[src/lsu_pkg.sv]
package lsu_pkg;

  // ----------------------------------------------------------
  // Sizes
  // ----------------------------------------------------------

  // Queue entries and index widths
  localparam int LSU_DEPTH = 8;
  localparam int IDX_W     = 3;
  // One bit wider than the index so a full queue can be counted
  localparam int CNT_W     = 4;

  // Instruction tag, address and data widths
  localparam int TAG_W  = 6;
  localparam int ADDR_W = 32;
  localparam int DATA_W = 64;

  // ----------------------------------------------------------
  // Vector types
  // ----------------------------------------------------------

  typedef logic [IDX_W-1:0]  idx_t;
  typedef logic [CNT_W-1:0]  cnt_t;
  typedef logic [TAG_W-1:0]  tag_t;
  typedef logic [ADDR_W-1:0] addr_t;
  typedef logic [DATA_W-1:0] data_t;

  // Memory interface FSM
  typedef enum logic [1:0] {
    MEM_IDLE,
    MEM_REQ,
    MEM_WAIT
  } mem_state_e;

endpackage : lsu_pkg

[src/lsu_queue.sv]
`timescale 1ns/1ps

module lsu_queue (
  input  logic                                        clk_in,
  input  logic                                        rst_N_in,
  // Instruction allocation
  input  logic                                        instr_valid,
  input  lsu_pkg::tag_t                               instr_tag,
  input  logic                                        instr_is_store,
  output logic                                        instr_ready,
  // Address and data, matched by tag
  input  logic                                        data_valid,
  input  lsu_pkg::tag_t                               data_tag,
  input  lsu_pkg::addr_t                              data_addr,
  input  lsu_pkg::data_t                              data_value,
  // Entry state for the issue select
  output logic [lsu_pkg::LSU_DEPTH-1:0]               ent_valid,
  output logic [lsu_pkg::LSU_DEPTH-1:0]               ent_resolved,
  output logic [lsu_pkg::LSU_DEPTH-1:0]               ent_dispatched,
  output logic [lsu_pkg::LSU_DEPTH-1:0]               ent_complete,
  output logic [lsu_pkg::LSU_DEPTH-1:0]               ent_is_store,
  output lsu_pkg::addr_t [lsu_pkg::LSU_DEPTH-1:0]     ent_addr,
  output lsu_pkg::idx_t                               head_ptr,
  // Issue select results
  input  logic                                        fwd_valid,
  input  lsu_pkg::idx_t                               fwd_load_idx,
  input  lsu_pkg::idx_t                               fwd_store_idx,
  input  logic                                        cand_valid,
  input  lsu_pkg::idx_t                               cand_idx,
  // Dispatch to the memory interface
  output logic                                        disp_valid,
  output logic                                        disp_is_store,
  output lsu_pkg::addr_t                              disp_addr,
  output lsu_pkg::data_t                              disp_value,
  output lsu_pkg::tag_t                               disp_tag,
  input  logic                                        disp_ready,
  // Memory done pulse
  input  logic                                        mem_done_valid,
  input  lsu_pkg::tag_t                               mem_done_tag,
  input  lsu_pkg::data_t                              mem_done_value,
  // Completion port
  output logic                                        completion_valid,
  output lsu_pkg::tag_t                               completion_tag,
  output lsu_pkg::data_t                              completion_value
);

  // Entry payload
  lsu_pkg::tag_t  ent_tag   [lsu_pkg::LSU_DEPTH];
  lsu_pkg::data_t ent_value [lsu_pkg::LSU_DEPTH];

  // Ring pointers and occupancy
  lsu_pkg::idx_t tail_ptr;
  lsu_pkg::cnt_t count;

  logic                         alloc;
  logic                         pop;
  logic                         disp_fire;
  logic [lsu_pkg::LSU_DEPTH-1:0] data_hit;
  logic [lsu_pkg::LSU_DEPTH-1:0] mem_hit;
  logic                         ret_valid;
  lsu_pkg::idx_t                ret_idx;

  // ----------------------------------------------------------
  // Handshakes and per-entry matches
  // ----------------------------------------------------------

  assign instr_ready = (count != lsu_pkg::cnt_t'(lsu_pkg::LSU_DEPTH));
  assign alloc       = instr_valid && instr_ready;

  // Head skips one freed slot per cycle
  assign pop = (count != '0) && !ent_valid[head_ptr];

  // Dispatch fields straight from the chosen entry
  assign disp_valid    = cand_valid;
  assign disp_is_store = ent_is_store[cand_idx];
  assign disp_addr     = ent_addr[cand_idx];
  assign disp_value    = ent_value[cand_idx];
  assign disp_tag      = ent_tag[cand_idx];
  assign disp_fire     = disp_valid && disp_ready;

  always_comb begin
    for (int i = 0; i < lsu_pkg::LSU_DEPTH; i++) begin
      // Data goes to the unresolved entry with that tag
      data_hit[i] = data_valid && ent_valid[i] && !ent_resolved[i] &&
                    (ent_tag[i] == data_tag);
      // Memory reply goes to the in-flight entry with that tag
      mem_hit[i]  = mem_done_valid && ent_valid[i] && ent_dispatched[i] &&
                    !ent_complete[i] && (ent_tag[i] == mem_done_tag);
    end
  end

  // Retire the complete entry nearest the head
  always_comb begin
    lsu_pkg::idx_t idx;
    ret_valid = 1'b0;
    ret_idx   = head_ptr;
    for (int k = 0; k < lsu_pkg::LSU_DEPTH; k++) begin
      idx = head_ptr + lsu_pkg::idx_t'(k);
      if (!ret_valid && ent_valid[idx] && ent_complete[idx]) begin
        ret_valid = 1'b1;
        ret_idx   = idx;
      end
    end
  end

  // ----------------------------------------------------------
  // Entry flags and pointers
  // ----------------------------------------------------------

  always_ff @(posedge clk_in) begin
    if (!rst_N_in) begin
      ent_valid        <= '0;
      ent_resolved     <= '0;
      ent_dispatched   <= '0;
      ent_complete     <= '0;
      ent_is_store     <= '0;
      head_ptr         <= '0;
      tail_ptr         <= '0;
      count            <= '0;
      completion_valid <= 1'b0;
    end else begin
      if (alloc) begin
        ent_valid[tail_ptr]      <= 1'b1;
        ent_resolved[tail_ptr]   <= 1'b0;
        ent_dispatched[tail_ptr] <= 1'b0;
        ent_complete[tail_ptr]   <= 1'b0;
        ent_is_store[tail_ptr]   <= instr_is_store;
        tail_ptr                 <= tail_ptr + 1'b1;
      end
      for (int i = 0; i < lsu_pkg::LSU_DEPTH; i++) begin
        if (data_hit[i]) begin
          ent_resolved[i] <= 1'b1;
        end
        if (mem_hit[i]) begin
          ent_complete[i] <= 1'b1;
        end
      end
      if (disp_fire) begin
        ent_dispatched[cand_idx] <= 1'b1;
      end
      // Forwarded load is done without touching memory
      if (fwd_valid) begin
        ent_complete[fwd_load_idx] <= 1'b1;
      end
      if (ret_valid) begin
        ent_valid[ret_idx] <= 1'b0;
      end
      if (pop) begin
        head_ptr <= head_ptr + 1'b1;
      end
      if (alloc && !pop) begin
        count <= count + 1'b1;
      end else if (!alloc && pop) begin
        count <= count - 1'b1;
      end
      completion_valid <= ret_valid;
    end
  end

  // ----------------------------------------------------------
  // Payload
  // ----------------------------------------------------------

  always_ff @(posedge clk_in) begin
    if (alloc) begin
      ent_tag[tail_ptr] <= instr_tag;
    end
    for (int i = 0; i < lsu_pkg::LSU_DEPTH; i++) begin
      if (data_hit[i]) begin
        ent_addr[i] <= data_addr;
        // Only a store carries data in from the processor
        if (ent_is_store[i]) begin
          ent_value[i] <= data_value;
        end
      end
      if (mem_hit[i] && !ent_is_store[i]) begin
        ent_value[i] <= mem_done_value;
      end
    end
    if (fwd_valid) begin
      ent_value[fwd_load_idx] <= ent_value[fwd_store_idx];
    end
    if (ret_valid) begin
      completion_tag   <= ent_tag[ret_idx];
      completion_value <= ent_is_store[ret_idx] ? '0 : ent_value[ret_idx];
    end
  end

  // Pointer and count bookkeeping never hands out a live slot
  assert property (@(posedge clk_in) disable iff (!rst_N_in)
    alloc |-> !ent_valid[tail_ptr])
    else $error("allocation into a live queue slot");

  // Tags are unique among unresolved entries
  assert property (@(posedge clk_in) disable iff (!rst_N_in)
    data_valid |-> $onehot0(data_hit))
    else $error("data strobe matched several entries");

endmodule : lsu_queue

[src/lsu_issue_select.sv]
`timescale 1ns/1ps

module lsu_issue_select (
  input  logic [lsu_pkg::LSU_DEPTH-1:0]           ent_valid,
  input  logic [lsu_pkg::LSU_DEPTH-1:0]           ent_resolved,
  input  logic [lsu_pkg::LSU_DEPTH-1:0]           ent_dispatched,
  input  logic [lsu_pkg::LSU_DEPTH-1:0]           ent_complete,
  input  logic [lsu_pkg::LSU_DEPTH-1:0]           ent_is_store,
  input  lsu_pkg::addr_t [lsu_pkg::LSU_DEPTH-1:0] ent_addr,
  input  lsu_pkg::idx_t                           head_ptr,
  output logic                                    fwd_valid,
  output lsu_pkg::idx_t                           fwd_load_idx,
  output lsu_pkg::idx_t                           fwd_store_idx,
  output logic                                    cand_valid,
  output lsu_pkg::idx_t                           cand_idx
);

  logic          load_found;
  lsu_pkg::idx_t load_idx;
  int            load_pos;
  logic          store_found;
  lsu_pkg::idx_t store_idx;
  logic          fwd_hit;

  // ----------------------------------------------------------
  // Walk from the head, oldest first
  // ----------------------------------------------------------

  always_comb begin
    lsu_pkg::idx_t idx;
    logic          blocked;
    logic          store_seen;
    logic          load_pending;
    blocked      = 1'b0;
    store_seen   = 1'b0;
    load_pending = 1'b0;
    load_found   = 1'b0;
    load_idx     = head_ptr;
    load_pos     = 0;
    store_found  = 1'b0;
    store_idx    = head_ptr;
    for (int k = 0; k < lsu_pkg::LSU_DEPTH; k++) begin
      idx = head_ptr + lsu_pkg::idx_t'(k);
      if (ent_valid[idx]) begin
        if (ent_is_store[idx]) begin
          // Only the oldest undispatched store may go out
          if (!store_seen && !ent_dispatched[idx]) begin
            store_seen = 1'b1;
            // A store must not overtake a load still waiting to read
            if (ent_resolved[idx] && !load_pending) begin
              store_found = 1'b1;
              store_idx   = idx;
            end
          end
          // Unknown store address blocks every younger load
          if (!ent_resolved[idx]) begin
            blocked = 1'b1;
          end
        end else if (!ent_dispatched[idx] && !ent_complete[idx]) begin
          if (!load_found && !blocked && ent_resolved[idx]) begin
            load_found = 1'b1;
            load_idx   = idx;
            load_pos   = k;
          end
          load_pending = 1'b1;
        end
      end
    end
  end

  // ----------------------------------------------------------
  // Forwarding source for the chosen load
  // ----------------------------------------------------------

  // Last match in the walk is the youngest older store
  always_comb begin
    lsu_pkg::idx_t idx;
    fwd_hit       = 1'b0;
    fwd_store_idx = head_ptr;
    for (int k = 0; k < lsu_pkg::LSU_DEPTH; k++) begin
      idx = head_ptr + lsu_pkg::idx_t'(k);
      if (load_found && (k < load_pos) && ent_valid[idx] && ent_is_store[idx] &&
          (ent_addr[idx] == ent_addr[load_idx])) begin
        fwd_hit       = 1'b1;
        fwd_store_idx = idx;
      end
    end
  end

  assign fwd_valid    = load_found && fwd_hit;
  assign fwd_load_idx = load_idx;

  // Load wins over store, forwarding wins over memory
  assign cand_valid = load_found ? !fwd_hit : store_found;
  assign cand_idx   = load_found ? load_idx : store_idx;

  // Forward source sits ahead of its load in ring order
  always_comb begin
    if (fwd_valid) begin
      assert (ent_is_store[fwd_store_idx] && !ent_is_store[fwd_load_idx] &&
              ((fwd_store_idx - head_ptr) < (fwd_load_idx - head_ptr)))
        else $error("forwarding pair out of program order");
    end
  end

endmodule : lsu_issue_select

[src/lsu_mem_interface.sv]
`timescale 1ns/1ps

module lsu_mem_interface (
  input  logic           clk_in,
  input  logic           rst_N_in,
  // Dispatch from the queue
  input  logic           disp_valid,
  input  logic           disp_is_store,
  input  lsu_pkg::addr_t disp_addr,
  input  lsu_pkg::data_t disp_value,
  input  lsu_pkg::tag_t  disp_tag,
  output logic           disp_ready,
  // L1D request
  output logic           l1d_valid_out,
  output lsu_pkg::addr_t l1d_addr,
  output lsu_pkg::data_t l1d_value,
  output logic           l1d_we,
  // L1D reply
  input  logic           l1d_ready_in,
  input  logic           l1d_resp_valid,
  input  lsu_pkg::data_t l1d_resp_value,
  // Done pulse back to the queue
  output logic           mem_done_valid,
  output lsu_pkg::tag_t  mem_done_tag,
  output lsu_pkg::data_t mem_done_value
);

  lsu_pkg::mem_state_e state;
  // The L1D reply carries no tag, so the request tag is kept here
  lsu_pkg::tag_t       lat_tag;
  logic                disp_fire;
  logic                resp_fire;

  // One transaction in flight, new work only when idle
  assign disp_ready = (state == lsu_pkg::MEM_IDLE);
  assign disp_fire  = disp_valid && disp_ready;
  assign resp_fire  = (state == lsu_pkg::MEM_WAIT) && l1d_resp_valid;

  // ----------------------------------------------------------
  // FSM
  // ----------------------------------------------------------

  always_ff @(posedge clk_in) begin
    if (!rst_N_in) begin
      state          <= lsu_pkg::MEM_IDLE;
      l1d_valid_out  <= 1'b0;
      mem_done_valid <= 1'b0;
    end else begin
      mem_done_valid <= 1'b0;
      case (state)
        lsu_pkg::MEM_IDLE: begin
          if (disp_fire) begin
            state         <= lsu_pkg::MEM_REQ;
            l1d_valid_out <= 1'b1;
          end
        end
        lsu_pkg::MEM_REQ: begin
          // Request held until the L1D takes it
          if (l1d_ready_in) begin
            state         <= lsu_pkg::MEM_WAIT;
            l1d_valid_out <= 1'b0;
          end
        end
        lsu_pkg::MEM_WAIT: begin
          if (l1d_resp_valid) begin
            state          <= lsu_pkg::MEM_IDLE;
            mem_done_valid <= 1'b1;
          end
        end
        default: begin
          state <= lsu_pkg::MEM_IDLE;
        end
      endcase
    end
  end

  // ----------------------------------------------------------
  // Request and reply payload
  // ----------------------------------------------------------

  always_ff @(posedge clk_in) begin
    if (disp_fire) begin
      l1d_addr  <= disp_addr;
      l1d_value <= disp_value;
      l1d_we    <= disp_is_store;
      lat_tag   <= disp_tag;
    end
    if (resp_fire) begin
      mem_done_tag   <= lat_tag;
      // Stores report zero
      mem_done_value <= l1d_we ? '0 : l1d_resp_value;
    end
  end

  assert property (@(posedge clk_in) disable iff (!rst_N_in)
    l1d_valid_out |-> (state == lsu_pkg::MEM_REQ))
    else $error("L1D request outside MEM_REQ");

  // Stalled request keeps its fields
  assert property (@(posedge clk_in) disable iff (!rst_N_in)
    (l1d_valid_out && !l1d_ready_in) |=>
      ($stable(l1d_addr) && $stable(l1d_value) && $stable(l1d_we)))
    else $error("L1D request changed under back-pressure");

endmodule : lsu_mem_interface

[src/load_store_unit.sv]
`timescale 1ns/1ps

module load_store_unit (
  input  logic           clk_in,
  input  logic           rst_N_in,
  // Processor instruction strobe
  input  logic           instr_valid,
  input  lsu_pkg::tag_t  instr_tag,
  input  logic           instr_is_store,
  output logic           instr_ready,
  // Processor data strobe
  input  logic           data_valid,
  input  lsu_pkg::tag_t  data_tag,
  input  lsu_pkg::addr_t data_addr,
  input  lsu_pkg::data_t data_value,
  // Completion pulse
  output logic           completion_valid,
  output lsu_pkg::tag_t  completion_tag,
  output lsu_pkg::data_t completion_value,
  // L1D
  output logic           l1d_valid_out,
  output lsu_pkg::addr_t l1d_addr,
  output lsu_pkg::data_t l1d_value,
  output logic           l1d_we,
  input  logic           l1d_ready_in,
  input  logic           l1d_resp_valid,
  input  lsu_pkg::data_t l1d_resp_value
);

  // Queue state seen by the issue select
  logic [lsu_pkg::LSU_DEPTH-1:0]           ent_valid;
  logic [lsu_pkg::LSU_DEPTH-1:0]           ent_resolved;
  logic [lsu_pkg::LSU_DEPTH-1:0]           ent_dispatched;
  logic [lsu_pkg::LSU_DEPTH-1:0]           ent_complete;
  logic [lsu_pkg::LSU_DEPTH-1:0]           ent_is_store;
  lsu_pkg::addr_t [lsu_pkg::LSU_DEPTH-1:0] ent_addr;
  lsu_pkg::idx_t                           head_ptr;

  // Issue select picks
  logic          fwd_valid;
  lsu_pkg::idx_t fwd_load_idx;
  lsu_pkg::idx_t fwd_store_idx;
  logic          cand_valid;
  lsu_pkg::idx_t cand_idx;

  // Dispatch handshake and done pulse
  logic           disp_valid;
  logic           disp_is_store;
  lsu_pkg::addr_t disp_addr;
  lsu_pkg::data_t disp_value;
  lsu_pkg::tag_t  disp_tag;
  logic           disp_ready;
  logic           mem_done_valid;
  lsu_pkg::tag_t  mem_done_tag;
  lsu_pkg::data_t mem_done_value;

  // Port and net names line up one to one
  lsu_queue lsu_queue_inst (.*);

  lsu_issue_select lsu_issue_select_inst (.*);

  lsu_mem_interface lsu_mem_interface_inst (.*);

endmodule : load_store_unit

[config.mk]
export PLATFORM = sky130hd
export DESIGN_NAME = load_store_unit
export DESIGN_NICKNAME = d
export VERILOG_FILES = /design/src/lsu_pkg.sv /design/src/lsu_queue.sv /design/src/lsu_issue_select.sv /design/src/lsu_mem_interface.sv /design/src/load_store_unit.sv
export SDC_FILE = /design/constraint.sdc
export NUM_CORES = 2
export LEC_CHECK = 0
export BUFFER_PORTS_ARGS = -buffer_cell sky130_fd_sc_hd__buf_2
export CAP_MARGIN = 15
export CORE_ASPECT_RATIO = 1.75
export CORE_MARGIN = 8
export CORE_UTILIZATION = 31
export CTS_CLUSTER_SIZE = 40
export DETAILED_ROUTE_END_ITERATION = 8
export PLACE_DENSITY_LB_ADDON = 0.1
export REMOVE_ABC_BUFFERS = 1
export SYNTH_ARGS = -nofsm -noshare
export SYNTH_HDL_FRONTEND = slang
export SYNTH_SLANG_ARGS = --single-unit
export TNS_END_PERCENT = 1
[constraint.sdc]
create_clock -name clk_in -period 18.35 [get_ports clk_in]
set_input_delay 1.835 -clock clk_in [delete_from_list [all_inputs] [get_ports clk_in]]
set_output_delay 1.835 -clock clk_in [all_outputs]
set_load 0.05 [all_outputs]
Word-level counts from Yosys, hierarchy flattened. Memories as Yosys holds them, arrays and structs flattened. A register that Yosys moved wholly into a read port is not among the register bits. Index checks and enable logic that the tools add are counted.

Bits in latches: 0. Bits in writable memories: 560. Output and inout bits: 170. ROM bits: 0. Word-level logic and storage cells: 816. Input bits: 179. Memories: 2. Bits in registers: 414.

Bitwise gates (word level): 17. Mux-type cells: 450. Shift operators: 0. Magnitude comparators: 24. Multiply operators: 0. Reductions and logical operators: 252. Eq/ne operators: 30. Add/sub/neg operators: 10. Divide/modulo/power cells: 0.

Memory list: lsu_queue_inst.ent_value (words 8, bits a word 64, read ports 3, clocked after Yosys merged registers in 2, write ports 9, line lsu_queue.sv:49) `lsu_pkg::data_t ent_value [lsu_pkg::LSU_DEPTH];`; lsu_queue_inst.ent_tag (words 8, bits a word 6, read ports 10, clocked after Yosys merged registers in 2, write ports 1, line lsu_queue.sv:48) `lsu_pkg::tag_t ent_tag [lsu_pkg::LSU_DEPTH];`.

Operator list (count): 32-bit two-way mux (37); 32-bit binary-select mux with 3-bit select (10); 64-bit two-way mux (8); 1-bit two-way mux (261); 32-bit equality test (8); 3-bit two-way mux (71); 1-bit logical AND (158); 4-bit by 32-bit less-than comparator with 1-bit output (first input constant) (4); 1-bit binary-select mux with 3-bit select (42); 6-bit equality test (16); 1-bit logical NOT (79); 8-bit two-way mux (9); 3-bit by 32-bit less-than comparator with 1-bit output (first input constant) (2); 3-bit by 4-bit less-than comparator with 1-bit output (second input constant) (12); 8-bit AND (4); 1-bit by 32-bit less-than comparator with 1-bit output (first input constant) (1); 2-bit by 32-bit less-than comparator with 1-bit output (first input constant) (1); 8-bit bitwise OR (3); 2-bit nonzero test (10); 8-bit NOT (2); 3-bit adder (second input constant) (4); 1-bit demux with 3-bit select (4); 3-bit by 1-bit >= comparator with 1-bit output (second input constant) (4); 8-bit bitwise mux (1); other kinds (17) (32).

Depth between registers and ports, before layout.
Depth after elaboration: 74. Gate-level depth with buffers: 43. Depth with buffers taken out: 23.

By module. Synthesis repeated with hierarchy kept, for this count alone.

Cells, all modules: 7100. Area total of the unflattened synthesis: 85014.0 sq um.

By module, submodules not included: lsu_queue (area an instance 56674.4 sq um, times used 1, cells an instance 4466, sequential area each 27626.5 sq um); lsu_issue_select (area an instance 22504.1 sq um, times used 1, cells an instance 2373, sequential area each 0.0 sq um); lsu_mem_interface (area an instance 5835.6 sq um, times used 1, cells an instance 261, sequential area each 5275.1 sq um).

Worst setup path before layout. Ideal clock, no wire load.

Path type: register to register. Start point: register lsu_queue_inst.head_ptr[0]. End point: memory lsu_queue_inst.ent_value[0][0] (netlist name) (enable). Period minus slack after synthesis: 12.636 ns. Cell stages (with the launch flop): 35. Data arrival time: 12.122 ns. Buffers on the path: 14. Path slack: 5.714 ns. Library setup time: 0.514 ns. Required time: 17.836 ns. Cell sequence: dfxtp_1 > buf_6 > buf_6 > inv_2 > buf_2 > clkbuf_1 > clkbuf_1 > buf_1 > buf_1 > clkbuf_1 > ha_1 > buf_6 > buf_6 > inv_2 > buf_4 > mux4_2 > mux2i_1 > nand4_1 > or4_1 > buf_2 > o211a_1 > or4b_1 > buf_4 > buf_6 > nand3_2 > o311ai_1 > a2111o_1 > nor3_4 > xor2_1 > nand3_1 > or4_4 > nor4_2 > nor4_2 > nor4b_4 > o221ai_1.

RTL lines: from (decl) (line lsu_queue.sv:23) `output lsu_pkg::idx_t head_ptr,`; from (signal assigned) (line lsu_queue.sv:149) `head_ptr <= head_ptr + 1'b1;`; to (decl) (line lsu_queue.sv:49).

==> run summary <==
status - finished, final reports clean
worst-path maximum fanout - 89
required time of the worst setup path - 18.85 ns
maximum operating frequency - 71.9 MHz
most frequent cells in the layout - 1059 x edfxtp_1, 961 x mux2i_1, 591 x mux4_2, 409 x nand2_1, 349 x buf_2
Port Buffer Count - 348
row count - 247
share of cells above drive strength 1 - 25.1%
H-tree Lvls - 3
worst setup path class - register to register
number of max-cap violations - 0
hold buffer count at cts - 0
die span in y - 690 um
Hold Crit Class - register to register
Slowest-stage cell, CP - ha_4
Synth area leader - edfxtp_1
DRT Pass-1 Iters - 5
ys async rst share - 0%
count of final setup violators - 0
CORE AREA - 258000 um2
largest net degree at the start of global routing - 131
clk_lat worst skew - 0.80 ns
CP most frequent cell - buf_4
die area - 276000 um2
Final Hold Vio Count - 0
Arr. time, crit path - 14.40 ns
syn_area_per_cell - 12.5 um2
Via Count - 63000
slowest stage delay, CP - 0.86 ns
number of warnings issued by yosys - 0
worst path bufs/invs - 6
cell count after synthesis - 6425
worst hold slack - 0.409 ns
Fin Setup TNS - 0 ns
DR iter-0 viols - 5861
# IOs - 349
Initial Utilization - 31.1%
Netlist cell types - 122
cell area after synthesis - 80400 um2
Worst setup SP type - register
initial antenna violation count - 62
Slew HR - 14.7%
CTS buffer count - 117
leak pwr - 28.3 nW
vias per cell - 6.33
Pwr Total - 13.2 mW
EDFF count, synth - 1059
final antenna-violating net count - 0
wire per inst - 39.6 um
Resized Gates After CTS - 0
gp weighted congestion - 1.05
Residual DRC - 0
endpoint class of the critical path - register
Area Growth Syn to Fin - 11.6%
Placed Cells - 9703
Reg clk slew, reported paths - 0.07 ns
cell family with most CP delay - simple AND/OR/NAND/NOR gates
remaining global-route overflow - 0
vias in the first global route - 64300
Max rail drop VDD - 0.139 mV
period utilization - 75.7%
filler instances - 25500
PD cells - 147 nW/um2
Max Clock Skew - 0.0578 ns
final wirelength - 394000 um
Pins Over Slew Limit - 0
largest cells by area after synthesis - edfxtp_1 40%, mux4_2 17%, mux2i_1 12%, a22oi_1 2.9%, nand2_1 1.9%
Nets - 6650
Post-CTS Setup Inserts - 0
Die Wd - 401 um
Overall Global Routing Usage - 27.3%
Longest Clk Path Bufs - 3
ys flop type - edfxtp_1
FF/Latch Area - 32900 um2
Clock Sinks - 1114
post-route insts no fill - 9945
area of the multi-input gates - 44900 um2
post-synthesis sequential area ratio - 40.9%
RSZ-0062 raised after global routing - false
FF+latch count, synth - 1114
Root Buffer - clkbuf_16
Worst Tran Pin Value - 1.27 ns
HPWL after DPL - 260000 um
crit path time final - 13.90 ns
first-pass GRT wire length - 537000 um
CTS tree - done
Synth top area share - 39.6%
commonest non-fill, non-tap cell in the layout - edfxtp_1
==> metrics by stage <==
stage | util (%) | setup slack (ns) | area (um2)
2_1_floorplan | - | -20.92 | 77500
3_3_place_gp | 33.1 | 4.75 | 85600
3_5_place_dp | 33.2 | 4.56 | 85700
4_1_cts | 34.7 | 4.51 | 89600
5_1_grt | 34.7 | 4.02 | 89700
6_report | 34.7 | 4.45 | 89700
==> sequential cells by signal (all words and copies together) (netlist names), 8 cells and up <==
name / count
lsu_queue_inst.ent_is_store: 8
lsu_queue_inst.ent_addr: 256
lsu_queue_inst.ent_valid: 8
lsu_queue_inst.completion_value: 64
lsu_queue_inst.ent_dispatched: 8
lsu_queue_inst.ent_tag: 48
lsu_mem_interface_inst.l1d_addr: 32
lsu_queue_inst.ent_resolved: 8
lsu_mem_interface_inst.l1d_value: 64
lsu_queue_inst.ent_value: 512
lsu_queue_inst.ent_complete: 8
lsu_mem_interface_inst.mem_done_value: 64
==> worst paths after layout <==
path                                                from                                               end  slack (ns)  cells after the start
min          lsu_mem_interface_inst.lat_tag[5]$_DFFE_PN_  lsu_mem_interface_inst.mem_done_tag[5]$_DFFE_PP_        0.41                      0
max              lsu_queue_inst.head_ptr[0]$_SDFFE_PN0P_         lsu_queue_inst.ent_value[1][60]$_DFFE_PP_        4.45                     26
min reg2reg  lsu_mem_interface_inst.lat_tag[5]$_DFFE_PN_  lsu_mem_interface_inst.mem_done_tag[5]$_DFFE_PP_        0.41                      0
max reg2reg      lsu_queue_inst.head_ptr[0]$_SDFFE_PN0P_         lsu_queue_inst.ent_value[1][60]$_DFFE_PP_        4.45                     26
==> routing by layer <==
layer	part of all wire [%]	vias to the layer above	GRT usage, %
li1	-	25900	-
met1	35	32700	29.5
met2	51	3215	49.2
met3	6.7	1069	5.16
met4	7.7	46	17.0
met5	0.072	-	0
==> Yosys cell counts, types with 20 or more instances <==
library cell,count
xor2_1,171
inv_1,46
buf_2,60
nand3_1,124
nor3_1,66
a211oi_1,149
clkbuf_1,371
a22o_1,29
a22oi_1,311
mux4_2,591
mux2i_4,64
dfxtp_1,55
nor2_1,136
a221oi_1,66
mux2_2,114
buf_6,25
mux2i_1,962
xnor2_1,126
nand2_1,412
edfxtp_1,1059
nand4_1,108
o21ai_0,75
o22ai_1,20
a21oi_1,286
buf_4,27
or3_1,30
o21ai_1,71
nor2b_1,220
nor4_1,56
and3_1,22
buf_1,142
==> power breakdown <==
group	switching [mW]	internal [mW]
Combinational	5.06	2.60
Clock	1.16	1.40
Sequential	0.0472	2.91
==> kinds of logic after synthesis <==
kind of cell             Yosys count  share of synthesized area (%)
flip-flops                      1114                           40.9
buffers and inverters            689                           3.81
AO/OA/AOI/OAI                   1229                           10.7
XOR/XNOR                         302                           3.37
AND/OR/NAND/NOR                 1350                           9.00
multiplexers                    1734                           32.0
adder cells (fa/ha/maj)            7                          0.118
==> layout make-up <==
class | instances | share of cell area, %
clock buffers | 135 | 3.40
repair buffers | 555 | 3.86
diodes | 17 | 0.0474
inverters | 54 | 0.245
flip-flops and latches | 1114 | 36.7
clock inverters | 87 | 1.02
multi-input cells | 4622 | 50.1
well taps | 3361 | 4.69
Power figures use the tool's default switching activity.
